<file path="config.mk">
export PLATFORM = sky130hd
export DESIGN_NAME = mem_sequencer
export DESIGN_NICKNAME = d
export VERILOG_FILES = /design/src/fsab_pkg.sv /design/src/mem_pkg.sv /design/src/mem_sequencer.sv
export SDC_FILE = /design/constraint.sdc
export NUM_CORES = 1
export LEC_CHECK = 0
export ABC_AREA = 1
export ABC_CLOCK_PERIOD_IN_PS = 2660
export BUFFER_PORTS_ARGS = -buffer_cell sky130_fd_sc_hd__clkbuf_2
export CAP_MARGIN = 20
export CELL_PAD_IN_SITES_DETAIL_PLACEMENT = 1
export CELL_PAD_IN_SITES_GLOBAL_PLACEMENT = 1
export CORE_AREA = 2 2 154 156
export DETAILED_ROUTE_END_ITERATION = 16
export DIE_AREA = 0 0 156 158
export GPL_TIMING_DRIVEN = 0
export PLACE_DENSITY = 0.63
export SYNTH_ARGS = -nofsm -noshare
export SYNTH_HDL_FRONTEND = slang
export SYNTH_SLANG_ARGS = --single-unit
export TNS_END_PERCENT = 30
</file>
<file path="constraint.sdc">
create_clock -name clk0_tb -period 2.66 [get_ports clk0_tb]
set_clock_uncertainty 0.05 [all_clocks]
set_input_delay 0.133 -clock clk0_tb [delete_from_list [all_inputs] [get_ports clk0_tb]]
set_output_delay 0.133 -clock clk0_tb [all_outputs]
set_load 0.02 [all_outputs]
</file>
<file path="src/fsab_pkg.sv">
// FSAB bus package with field widths, request layout, mode codes and credit limits
package fsab_pkg;

	typedef logic [63:0] fsab_data_t;        // One bus beat
	typedef logic [7:0]  fsab_mask_t;        // Byte enables, 1 writes the byte
	typedef logic [30:0] fsab_addr_t;        // Byte address
	typedef logic [3:0]  fsab_len_t;         // Burst length in beats
	typedef logic [3:0]  fsab_did_t;         // Device and subdevice id
	typedef logic        fsab_mode_t;

	localparam fsab_mode_t FSAB_READ  = 1'b0;
	localparam fsab_mode_t FSAB_WRITE = 1'b1;

	// Header fields as they travel through the request and response queues
	typedef struct packed {
		fsab_mode_t mode;
		fsab_did_t  did;
		fsab_did_t  subdid;
		fsab_addr_t addr;
		fsab_len_t  len;
	} fsab_req_t;

	localparam int FSAB_INITIAL_CREDITS = 4;  // Requests in flight, also read slots
	localparam int FSAB_LEN_MAX         = 8;  // Longest burst

	// Wide enough to hold the full credit count
	typedef logic [$clog2(FSAB_INITIAL_CREDITS + 1) - 1:0] fsab_credit_t;

endpackage

</file>
<file path="src/mem_pkg.sv">
// Memory-side package with pair widths, command layout, depth and read latency
package mem_pkg;

	typedef logic [127:0] mem_word_t;   // Beat pair, earlier beat in low half
	typedef logic [15:0]  mem_mask_t;   // Byte enables for a pair
	typedef logic [7:0]   mem_addr_t;   // Pair index, byte address bits 11:4

	typedef struct packed {
		mem_word_t data;
		mem_mask_t mask;
	} mem_wbeat_t;

	typedef struct packed {
		logic      write;
		mem_addr_t addr;
	} mem_cmd_t;

	localparam int MEM_DEPTH        = 256;
	localparam int MEM_READ_LATENCY = 3;  // Command to rd_valid

endpackage

</file>
<file path="src/mem_sequencer.sv">
// Memory command sequencer, one command per pair, with read-credit gating
`timescale 1ns/100ps
module mem_sequencer (
	input  logic                clk0_tb,
	input  logic                rst0_tb,
	input  fsab_pkg::fsab_req_t req_head,
	input  logic                req_avail,
	input  mem_pkg::mem_wbeat_t wbeat_head,
	input  logic                resp_done,
	output logic                req_pop,
	output logic                wbeat_pop,
	output logic                cmd_valid,
	output mem_pkg::mem_cmd_t   cmd,
	output mem_pkg::mem_wbeat_t wdata,
	output logic                hdr_push,
	output fsab_pkg::fsab_req_t hdr_req,
	output logic                fsabo_credit
);
	import fsab_pkg::*;
	import mem_pkg::*;

	typedef enum logic [1:0] {SEQ_IDLE, SEQ_WRITE, SEQ_READ} seq_state_e;

	seq_state_e   state;
	fsab_credit_t rd_credits;   // Free response slots in egress
	fsab_len_t    pairs_left;
	mem_addr_t    pair_addr;
	fsab_len_t    pairs_total;
	mem_addr_t    head_addr;
	logic         is_write;
	logic         start;
	logic         last_cmd;

	assign is_write    = (req_head.mode == FSAB_WRITE);
	assign pairs_total = (req_head.len + 1'b1) >> 1;  // ceil(len/2)
	assign head_addr   = req_head.addr[11:4];

	// First command goes out in the cycle the request is taken
	assign start     = (state == SEQ_IDLE) && req_avail && (is_write || rd_credits != '0);
	assign cmd_valid = start || (state != SEQ_IDLE);
	assign last_cmd  = (state == SEQ_IDLE) ? (pairs_total == fsab_len_t'(1))
	                                       : (pairs_left == fsab_len_t'(1));

	assign cmd.write = (state == SEQ_WRITE) || (state == SEQ_IDLE && is_write);
	assign cmd.addr  = (state == SEQ_IDLE) ? head_addr : pair_addr;
	assign wdata     = wbeat_head;

	assign wbeat_pop    = cmd_valid && cmd.write;
	assign req_pop      = cmd_valid && last_cmd;
	assign fsabo_credit = req_pop;                 // Request fully consumed
	assign hdr_push     = start && !is_write;
	assign hdr_req      = req_head;

	always_ff @(posedge clk0_tb or posedge rst0_tb) begin
		if (rst0_tb) begin
			state      <= SEQ_IDLE;
			pairs_left <= '0;
			pair_addr  <= '0;
		end else begin
			case (state)
				SEQ_IDLE: begin
					if (start && !last_cmd) begin
						state      <= is_write ? SEQ_WRITE : SEQ_READ;
						pairs_left <= pairs_total - 1'b1;
						pair_addr  <= head_addr + 1'b1;
					end
				end
				default: begin
					pairs_left <= pairs_left - 1'b1;
					pair_addr  <= pair_addr + 1'b1;
					if (last_cmd)
						state <= SEQ_IDLE;
				end
			endcase
		end
	end

	always_ff @(posedge clk0_tb or posedge rst0_tb) begin
		if (rst0_tb) begin
			rd_credits <= fsab_credit_t'(FSAB_INITIAL_CREDITS);
		end else begin
			case ({hdr_push, resp_done})
				2'b10:   rd_credits <= rd_credits - 1'b1;  // Read start
				2'b01:   rd_credits <= rd_credits + 1'b1;  // Response drained
				default: rd_credits <= rd_credits;
			endcase
		end
	end

	// Egress must never return more slots than were handed out
	assert property (@(posedge clk0_tb) disable iff (rst0_tb)
		rd_credits <= FSAB_INITIAL_CREDITS)
		else $error("Read credit count above initial value");

endmodule

</file>
==> flow_summary.ini <==
[cts]
root_buffer = clkbuf_16
cts_resized = 0
insertion_delay_ns = 0.25
cts.path.max_buffers = 2
cts-buffers-inserted = 3
clk_pin_slew_ns = 0.05
htreeDepth = 1
cts_tree = yes
clock-sinks = 17

[drt]
wirelength_met1_microns = 3473
wl_met2_microns = 6102
ant_nets = 0
routed.top_layer = met4
wl_met3_microns = 942
routed_wl_microns = 10610
post_drt_via_cell_ratio = 3.282
drtIter0Drc = 47
first_pass_iters = 4
drc_errors = 0
vias = 2924
wl_per_cell_microns = 11.90

[worst_setup_path]
r2r_setup_slack_ns = 0.55
r2r_start = rd_credits[2]$_DFFE_PP1P_
required_ns = 2.74
cp.arrival_ns = 2.20
cp_cell_sequence = nor2_1, and2_1, nor2_2, nand2_1, ha_1, inv_1, fa_1, mux2_2
setup.worst_path.start = rd_credits[2]$_DFFE_PP1P_
cp-end-kind = register
critical_path_class = reg -> reg
crit_fanout = 3
slowest_stage = dfstp_2
r2r_cells = 8
start_kind = register
max_stage_delay_ns = 0.54
rr_endpoint = rd_credits[1]$_DFFE_PP0P_

[floorplan]
start_util_pct = 12.31
dieArea_sq_mm = 0.02465
core-area_sq_mm = 0.02305
ios = 394
core.rowCount = 56
chipWidth_microns = 156
fp.dieH_microns = 158

[timing]
min_period_ns = 2.113
tns_ns = 0
slew_headroom_pct = 48.47
rsz0062_at_grt = no
hold_violations = 0
tightest_slew_ns = 0.7720
fmaxAchievable_mhz = 473.3
setup_viol = 0
slew_violations = 0
fin_ws_ns = 0.5474
fin_crit_sh_pct = 79.42

[power]
cellPowerDensity_mw_per_mm2 = 655.7
peakVddDrop_mv = 0.1707
p_leak_nw = 2.611

[run]
drv_cap = 0

[finish]
layout.nets = 802
antenna_cells = 0
fill_cells = 2860
drive_above_1_share_pct = 74.71
area_delta_synth_final_pct = 54.41
layoutNonFillerInstCount = 891

[hold_path]
hold_path.class = in -> reg
hp-start = req_head[43]
min_to = state[0]$_DFFE_PP0P_
hold_path_depth = 3

[global_route]
antenna_found_initial = 0
grt_max_degree = 18
grt_pass1_wl_microns = 14120
first_global_vias = 2690
grt_overflow = 0
grt_usage_pct = 7.448

[outcome]
run_status = complete, no violations

[yosys]
synth-seq-area-share_pct = 15.04
netlist_instances = 378
yosysTopAreaCell = buf_4
postSynthAreaPerCell_sq_um = 7.507
synth_top_area_share_pct = 50.00
synthTopCellsByArea = buf_4, dfrtp_1, nand2_1, nand2_4, nand3_1
synth_edf_count = 0
syn-cell-area_sq_mm = 0.002838
yosysUniqueCellTypes = 28
yosysMostFrequentCell = buf_4
yosys_most_used_dff = dfrtp_1
synth_warnings = 0
ys_async_sr_fraction_pct = 100.0
synth_commonest_cells = buf_4, nand2_1, inv_1, nand3_1, dfrtp_1
ys_ff_latch = 17
syn-num-nets = 578

[placed_design]
dp_hpwl_microns = 9776
portBuffers = 218
post-place-cells = 886
gp_congestion = 0.8084
pre_cts_ws_ns = 0.5020
-- registers in the layout, summed over array words and instances (netlist names) --
signal / count
pair_addr: 8
state: 2
pairs_left: 4
rd_credits: 3
-- cell type report --
type                    count  area (sq um)  area share, %
flip-flops and latches     17         426.7          9.737
plain buffers             193          1473          33.61
clock buffers               3         75.07          1.713
multi-input cells         144         845.8          19.30
well taps                 290         362.8          8.281
clock inverters             1         5.005         0.1142
inverters                  24         92.59          2.113
repair buffers            219          1101          25.13
-- cell usage in the layout, fill, tap and decap left out, drive strengths merged --
| cell type | netlist | routed |
|---|---|---|
| clkbuf | 0 | 221 |
| buf | 193 | 193 |
| nand2 | 69 | 69 |
| inv | 24 | 24 |
| nand3 | 20 | 20 |
| nor2 | 19 | 19 |
| dfrtp | 16 | 16 |
| o21ai | 15 | 15 |
| ha | 7 | 7 |
| xnor2 | 3 | 3 |
| a21oi | 3 | 3 |
| nand4 | 2 | 2 |
| or2 | 2 | 2 |
| and2 | 1 | 1 |
| mux2 | 1 | 1 |
| nor3 | 1 | 1 |
| fa | 1 | 1 |
| clkinv | 0 | 1 |
| dlygate4sd3 | 0 | 1 |
| dfstp | 1 | 1 |
-- worst max-delay path: cells and delay by family (launching register included) --
kind / cells / cell delay, ns
muxes: 1 / 0.27
DFF: 1 / 0.54
buffers and inverters: 1 / 0.10
adders and majority gates: 2 / 0.60
and+or+nand+nor: 4 / 0.44
-- cells by family (layout without fill, tap and decap cells) --
logic type | count (synthesis) | after routing | share of synthesized area [%]
compound gates | 18 | 18 | 3.174
xor+xnor | 3 | 3 | 0.9261
fa+ha+maj | 8 | 8 | 3.792
buf+inv | 217 | 440 | 55.16
flops | 17 | 17 | 15.04
mux | 1 | 1 | 0.3968
simple gates | 114 | 114 | 21.52
-- report_power, final --
group          switching [mW]  internal [mW]
registers               0.105          0.398
clock network           0.109          0.202
logic                    1.26          0.797
total                    1.48           1.40
-- how the worst max path moves through the flow --
stage,to,cells after the start,slack (ns)
global placement,rd_credits[1]$_DFFE_PP0P_,8,0.55
global route,rd_credits[1]$_DFFE_PP0P_,8,0.44
CTS,rd_credits[1]$_DFFE_PP0P_,8,0.50
detailed placement,rd_credits[1]$_DFFE_PP0P_,8,0.50
finish,rd_credits[1]$_DFFE_PP0P_,8,0.55
floorplan,rd_credits[1]$_DFFE_PP0P_,8,0.69
-- layer usage --
layer,track usage [%],up-vias
met5,0,-
met4,1.704,0
met3,1.369,5
met2,15.78,194
met1,7.349,1304
li1,-,1421
-- through the flow --
step,instance area (sq um),total power [mW],utilization [%],hold slack [ns]
5_1_grt,4382,3.152,19.01,0.2002
3_3_place_gp,4292,2.609,18.62,0.2680
4_1_cts,4382,2.970,19.01,0.1667
6_report,4382,2.873,19.01,0.1599
3_5_place_dp,4292,2.643,18.62,0.2616
2_1_floorplan,2838,2.026,-,0.008340
-- repair_timing --
item | 4_1_cts | 5_1_grt
endpoints found under the hold margin | 16 | 0
hold buffers | 1 | 0
buffers inserted | 0 | 0
endpoints found under the setup margin | 0 | 0
Note: power is estimated with default switching activity, not from simulation.
