`src/fsab_pkg.sv`:
```
// FSAB bus package with field widths, request layout, mode codes and credit limits
package fsab_pkg;

	typedef logic [63:0] fsab_data_t;        // One bus beat
	typedef logic [7:0]  fsab_mask_t;        // Byte enables, 1 writes the byte
	typedef logic [30:0] fsab_addr_t;        // Byte address
	typedef logic [3:0]  fsab_len_t;         // Burst length in beats
	typedef logic [3:0]  fsab_did_t;         // Device and subdevice id
	typedef logic        fsab_mode_t;

	localparam fsab_mode_t FSAB_READ  = 1'b0;
	localparam fsab_mode_t FSAB_WRITE = 1'b1;

	// Header fields as they travel through the request and response queues
	typedef struct packed {
		fsab_mode_t mode;
		fsab_did_t  did;
		fsab_did_t  subdid;
		fsab_addr_t addr;
		fsab_len_t  len;
	} fsab_req_t;

	localparam int FSAB_INITIAL_CREDITS = 4;  // Requests in flight, also read slots
	localparam int FSAB_LEN_MAX         = 8;  // Longest burst

	// Wide enough to hold the full credit count
	typedef logic [$clog2(FSAB_INITIAL_CREDITS + 1) - 1:0] fsab_credit_t;

endpackage

```
`src/mem_pkg.sv`:
```
// Memory-side package with pair widths, command layout, depth and read latency
package mem_pkg;

	typedef logic [127:0] mem_word_t;   // Beat pair, earlier beat in low half
	typedef logic [15:0]  mem_mask_t;   // Byte enables for a pair
	typedef logic [7:0]   mem_addr_t;   // Pair index, byte address bits 11:4

	typedef struct packed {
		mem_word_t data;
		mem_mask_t mask;
	} mem_wbeat_t;

	typedef struct packed {
		logic      write;
		mem_addr_t addr;
	} mem_cmd_t;

	localparam int MEM_DEPTH        = 256;
	localparam int MEM_READ_LATENCY = 3;  // Command to rd_valid

endpackage

```
`src/sync_fifo.sv`:
```
// Show-ahead synchronous FIFO built on a circular buffer
`timescale 1ns/100ps
module sync_fifo #(
	parameter int DEPTH = 4,
	parameter int WIDTH = 8
) (
	input  logic             clk0_tb,
	input  logic             rst0_tb,
	input  logic             push,
	input  logic             pop,
	input  logic [WIDTH-1:0] wdata,
	output logic [WIDTH-1:0] rdata,
	output logic             empty,
	output logic             full
);
	localparam int PTR_W = (DEPTH > 1) ? $clog2(DEPTH) : 1;
	localparam int CNT_W = $clog2(DEPTH + 1);

	logic [WIDTH-1:0] buf_q [DEPTH];
	logic [PTR_W-1:0] wr_ptr;
	logic [PTR_W-1:0] rd_ptr;
	logic [CNT_W-1:0] count;

	always_ff @(posedge clk0_tb) begin
		if (push)
			buf_q[wr_ptr] <= wdata;
	end

	always_ff @(posedge clk0_tb or posedge rst0_tb) begin
		if (rst0_tb) begin
			wr_ptr <= '0;
			rd_ptr <= '0;
			count  <= '0;
		end else begin
			if (push)
				wr_ptr <= (wr_ptr == PTR_W'(DEPTH - 1)) ? '0 : wr_ptr + 1'b1;  // Wrap
			if (pop)
				rd_ptr <= (rd_ptr == PTR_W'(DEPTH - 1)) ? '0 : rd_ptr + 1'b1;
			case ({push, pop})
				2'b10:   count <= count + 1'b1;
				2'b01:   count <= count - 1'b1;
				default: count <= count;
			endcase
		end
	end

	assign rdata = buf_q[rd_ptr];  // Head is visible without a pop
	assign empty = (count == '0);
	assign full  = (count == CNT_W'(DEPTH));

	// Upstream credit schemes must keep every queue within its depth
	assert property (@(posedge clk0_tb) disable iff (rst0_tb) push |-> !full)
		else $error("sync_fifo overflow");
	assert property (@(posedge clk0_tb) disable iff (rst0_tb) pop |-> !empty)
		else $error("sync_fifo underflow");

endmodule

```
`src/fsab_egress.sv`:
```
// Read response queues and pair-to-beat unpacking onto fsabi
`timescale 1ns/100ps
module fsab_egress (
	input  logic                 clk0_tb,
	input  logic                 rst0_tb,
	input  logic                 hdr_push,
	input  fsab_pkg::fsab_req_t  hdr_req,
	input  logic                 rd_valid,
	input  mem_pkg::mem_word_t   rd_data,
	output logic                 fsabi_valid,
	output fsab_pkg::fsab_did_t  fsabi_did,
	output fsab_pkg::fsab_did_t  fsabi_subdid,
	output fsab_pkg::fsab_data_t fsabi_data,
	output logic                 resp_done
);
	import fsab_pkg::*;
	import mem_pkg::*;

	fsab_req_t  hdr_head;
	mem_word_t  pair_head;
	fsab_data_t pair_hi;
	fsab_data_t pair_lo;
	logic       hdr_empty;
	logic       pair_empty;
	logic       active;      // Response in progress
	fsab_len_t  beat;        // Beat index within the response
	logic       last_beat;
	logic       hdr_pop;
	logic       pair_pop;

	assign {pair_hi, pair_lo} = pair_head;
	assign last_beat = (beat == hdr_head.len - 1'b1);
	assign hdr_pop   = active && last_beat;
	assign pair_pop  = active && (beat[0] || last_beat);  // High half or odd tail

	assign fsabi_valid  = active;
	assign fsabi_did    = hdr_head.did;
	assign fsabi_subdid = hdr_head.subdid;
	assign fsabi_data   = beat[0] ? pair_hi : pair_lo;
	assign resp_done    = hdr_pop;

	always_ff @(posedge clk0_tb or posedge rst0_tb) begin
		if (rst0_tb) begin
			active <= 1'b0;
			beat   <= '0;
		end else if (!active) begin
			if (!hdr_empty && !pair_empty) begin
				active <= 1'b1;
				beat   <= '0;
			end
		end else if (last_beat) begin
			active <= 1'b0;
		end else begin
			beat <= beat + 1'b1;
		end
	end

	sync_fifo #(
		.DEPTH (FSAB_INITIAL_CREDITS),
		.WIDTH ($bits(fsab_req_t))
	) hdr_fifo_inst (
		.clk0_tb (clk0_tb),
		.rst0_tb (rst0_tb),
		.push    (hdr_push),
		.pop     (hdr_pop),
		.wdata   (hdr_req),
		.rdata   (hdr_head),
		.empty   (hdr_empty),
		.full    ()
	);

	sync_fifo #(
		.DEPTH (FSAB_INITIAL_CREDITS * FSAB_LEN_MAX / 2),
		.WIDTH ($bits(mem_word_t))
	) pair_fifo_inst (
		.clk0_tb (clk0_tb),
		.rst0_tb (rst0_tb),
		.push    (rd_valid),
		.pop     (pair_pop),
		.wdata   (rd_data),
		.rdata   (pair_head),
		.empty   (pair_empty),
		.full    ()
	);

endmodule

```
`config.mk`:
```
export PLATFORM = sky130hd
export DESIGN_NAME = fsab_egress
export DESIGN_NICKNAME = d
export VERILOG_FILES = /design/src/fsab_pkg.sv /design/src/mem_pkg.sv /design/src/sync_fifo.sv /design/src/fsab_egress.sv
export SDC_FILE = /design/constraint.sdc
export NUM_CORES = 2
export LEC_CHECK = 0
export ABC_AREA = 0
export BUFFER_PORTS_ARGS = -buffer_cell sky130_fd_sc_hd__buf_2
export CORE_MARGIN = 4
export CORE_UTILIZATION = 69
export CTS_BUF_LIST = sky130_fd_sc_hd__clkbuf_2
export CTS_CLUSTER_SIZE = 12
export DETAILED_ROUTE_END_ITERATION = 8
export HOLD_SLACK_MARGIN = 0.05
export PLACE_DENSITY = 0.95
export SLEW_MARGIN = 25
export SYNTH_ARGS = -nofsm -noshare
export SYNTH_HDL_FRONTEND = slang
export SYNTH_SLANG_ARGS = --single-unit
```
`constraint.sdc`:
```
create_clock -name clk0_tb -period 9.2 [get_ports clk0_tb]
set_clock_uncertainty 0.2 [all_clocks]
set_input_delay 0.46 -clock clk0_tb [delete_from_list [all_inputs] [get_ports clk0_tb]]
set_output_delay 0.46 -clock clk0_tb [all_outputs]
set_load 0.05 [all_outputs]
```
==> metrics.md <==
| Metric | Value |
|---|---|
| Run status | complete, no violations |
| Global routing's busiest layer | met2 |
| Setup Total Neg Slack | 0 ps |
| DRC viols | 0 |
| Die area | 123000 um^2 |
| Initial antenna violation count | 12 |
| Clock tree from TritonCTS | yes |
| Synth Area in Adders | 0.313% |
| Violation count after the first detailed-routing iteration | 7181 |
| Largest net degree at the start of global routing | 151 |
| Max_cap viols | 0 |
| Largest voltage drop on the vdd net | 353 uV |
| Maximum fanout along the worst path | 63 |
| Filler cell count | 5218 |
| Number of buffers inserted by hold repair at cts | 429 |
| Post-layout instance count excluding filler cells | 6088 |
| Overall die width | 350 um |
| Final HPWL DP | 123000 um |
| Worst min-delay path category | input port to flop |
| # port buffers | 217 |
| Type of origin of the critical path | flop |
| Standby leakage power | 30.6 nW |
| Min Clock Period, post-route | 6660 ps |
| Number of buffers on the longest clock path | 4 |
| Cell area after technology mapping | 80700 um^2 |
| Cts bufs inserted | 490 |
| Reg area | 63600 um^2 |
| Highest Clock Rate | 0.150 GHz |
| Remaining antenna violation count after routing | 0 |
| Worst-path cell chain | buf_4, buf_4, mux4_2, mux4_2, mux2_2, buf_2 |
| Highest-delay cell along the critical path | sky130_fd_sc_hd__dfrtp_4 |
| Global-route wire length before repair | 325000 um |
| Initial core utilization | 69.5% |
| Core area | 116000 um^2 |
| RSZ-0062 raised after global routing | false |
| Largest family of logic cells by synthesized area | multiplexers |
| Number of warnings printed during yosys synthesis | 0 |
| Inst Count DP | 4780 |
| Post-synthesis sequential area ratio | 78.8% |
| Source-to-sink clock delay at the later pin of the worst-skew pair | 1790 ps |
| Share of the cycle needed by the critical path after routing | 72.4% |
| Required time at the endpoint of the critical path | 8540 ps |
| Mux contribution to synthesized area | 19.2% |
| Final Hold Violating Endpoints | 0 |
| Met3 routing resource usage after global routing | 9.19% |
| Vias per cell | 7.09 |
| Clock sink count | 2121 |
| Number of instances resized during post-cts repair | 0 |
| Total congestion overflow after global routing | 0 |
| Syn_nets | 3337 |
| Relative slew margins | 19.6% |
| GR met2 Demand/Resource | 63.8% |
| Per-instance average area after synthesis | 25.7 um^2 |
| Post-synthesis instance total | 3142 |
| Count of state elements after synthesis | 2121 |
| Ratio of cells with drive above 1 in the final layout | 38.8% |
| Worst-Margin Slew | 1210 ps |
| Overall Global Routing Usage | 38.6% |
| Cell at the root of the clock tree | sky130_fd_sc_hd__clkbuf_2 |
| WL final | 231000 um |
| Gp weighted congestion | 0.752 |
| Multi-input logic area | 16400 um^2 |
| Relative area change from synthesis to final layout | 14.4% |
| Y dimension of the die | 350 um |
| Number of pins exceeding their max-slew limit in the final report | 0 |
| Xor/xnor share of the synthesized area | 0.172% |
| Final setup violation count | 0 |
| Area fraction in and, or, nand and nor cells after synthesis | 0.429% |
| Cell variety after synth | 41 |
| Number of enable-type register cells in the synthesized netlist | 2096 |
| Critical Path Max Stage Delay | 860 ps |
| Total I/O pin count | 250 |
| Arrival time worst endpoint | 6000 ps |
| Met1 track utilization from global routing | 46.0% |
| Clk pin slew, worst setup/hold paths | 140 ps |
| Crit path kind | flop to output pin |
| Initial DRT Pass Iterations | 5 |
| Average wire per standard cell | 38.0 um |
| Via Count | 43200 |
| Via count of the first global-routing pass | 44800 |
| H-tree levels | 5 |
| Setup crit end kind | output pin |
| Compound-Gate Fraction of Synth Area | 0.186% |
| FFs w/ async S/R, synth | 1.18% |
| Pwr per Cell Area | 301 nW/um^2 |
| Most instantiated flip-flop cell in the synthesis netlist | sky130_fd_sc_hd__edfxtp_1 |
| Post-CTS setup buffer count | 0 |
| Standard-cell row count | 125 |
| Number of nets in the final layout | 4375 |
## critical path: cells and delay by family, from the launching register on
kind                   cells  cell delay [ps]
flip-flops                 1              860
multiplexers               3             1360
buffers and inverters      3             1860
## worst paths after layout
check / from / to / slack, ps / cells after the start
max in group asynchronous: rst0_tb / hdr_fifo_inst.wr_ptr[1] / 7930 / 7
min: rd_data[4] / pair_fifo_inst.buf_q[14][4] / 240 / 3
min reg2reg: hdr_fifo_inst.count[2] / hdr_fifo_inst.count[2] / 280 / 1
max: pair_fifo_inst.rd_ptr[1] / fsabi_data[27] / 2540 / 6
min in group asynchronous: rst0_tb / pair_fifo_inst.rd_ptr[3] / 660 / 7
max reg2reg: hdr_fifo_inst.rd_ptr[0] / pair_fifo_inst.count[4] / 4170 / 15
## metal layers
layer / share of wire [%] / up-vias
met1: 29 / 21700
met5: 0.022 / -
met4: 8.7 / 8
met3: 11 / 1006
li1: - / 16100
met2: 51 / 4339
## cells in the final DEF, fill, tap and decap left out, drive strengths merged, types with 20 or more instances in the layout
| cell | n |
|---|---|
| edfxtp | 2096 |
| clkbuf | 721 |
| mux4 | 652 |
| dlygate4sd3 | 428 |
| buf | 276 |
| clkinv | 132 |
| mux2 | 68 |
| dfrtp | 25 |
| inv | 23 |
| and2 | 20 |
## power breakdown
part           internal, mW  switching (mW)
sequential             11.6           0.558
clock                  2.25            3.80
combinational          3.93            5.72
total                  17.8            10.1
## synthesized netlist by cell type, types with 8 or more instances
master	n	share of area (%)
sky130_fd_sc_hd__buf_1	21	0.098
sky130_fd_sc_hd__o21ai_0	9	0.056
sky130_fd_sc_hd__inv_1	18	0.084
sky130_fd_sc_hd__and2_1	20	0.16
sky130_fd_sc_hd__xor2_1	8	0.087
sky130_fd_sc_hd__ha_1	17	0.26
sky130_fd_sc_hd__buf_2	43	0.27
sky130_fd_sc_hd__dfrtp_1	25	0.78
sky130_fd_sc_hd__mux4_2	652	18
sky130_fd_sc_hd__mux2_2	64	0.89
sky130_fd_sc_hd__nand2_1	18	0.084
sky130_fd_sc_hd__edfxtp_1	2096	78
sky130_fd_sc_hd__clkbuf_1	86	0.40
## sequential cells by signal (all words and copies together) (netlist names)
name / flops
beat: 4
fsabi_valid: 1
hdr_fifo_inst.buf_q: 48
hdr_fifo_inst.count: 3
hdr_fifo_inst.rd_ptr: 2
hdr_fifo_inst.wr_ptr: 2
pair_fifo_inst.buf_q: 2048
pair_fifo_inst.count: 5
pair_fifo_inst.rd_ptr: 4
pair_fifo_inst.wr_ptr: 4
## cell type report
class	instances	area share, %
well taps	1524	2.06
clock inverters	143	0.775
flip-flops and latches	2121	68.9
multi-input cells	845	17.8
clock buffers	721	3.91
repair buffers	704	6.51
inverters	18	0.0732
diodes	12	0.0325
## kinds of logic after synthesis
| logic type | Yosys count |
|---|---|
| buffers and inverters | 176 |
| adders and majority gates | 19 |
| AOI/OAI and AO/OA | 23 |
| and+or+nand+nor | 63 |
| xor gates and xnor gates | 15 |
| muxes | 725 |
| DFF | 2121 |
## stage by stage
step	utilization, %	instance area [um^2]	hold WS [ps]	power [mW]	setup slack [ps]
2_1_floorplan	-	80700	237	18.7	4730
3_3_place_gp	71.9	83600	258	20.9	4400
3_5_place_dp	72.0	83600	261	21.5	4320
4_1_cts	79.4	92200	55.3	27.4	2270
5_1_grt	79.5	92300	63.4	28.8	2200
6_report	79.5	92400	237	27.8	2540
Power figures use the tool's default switching activity.
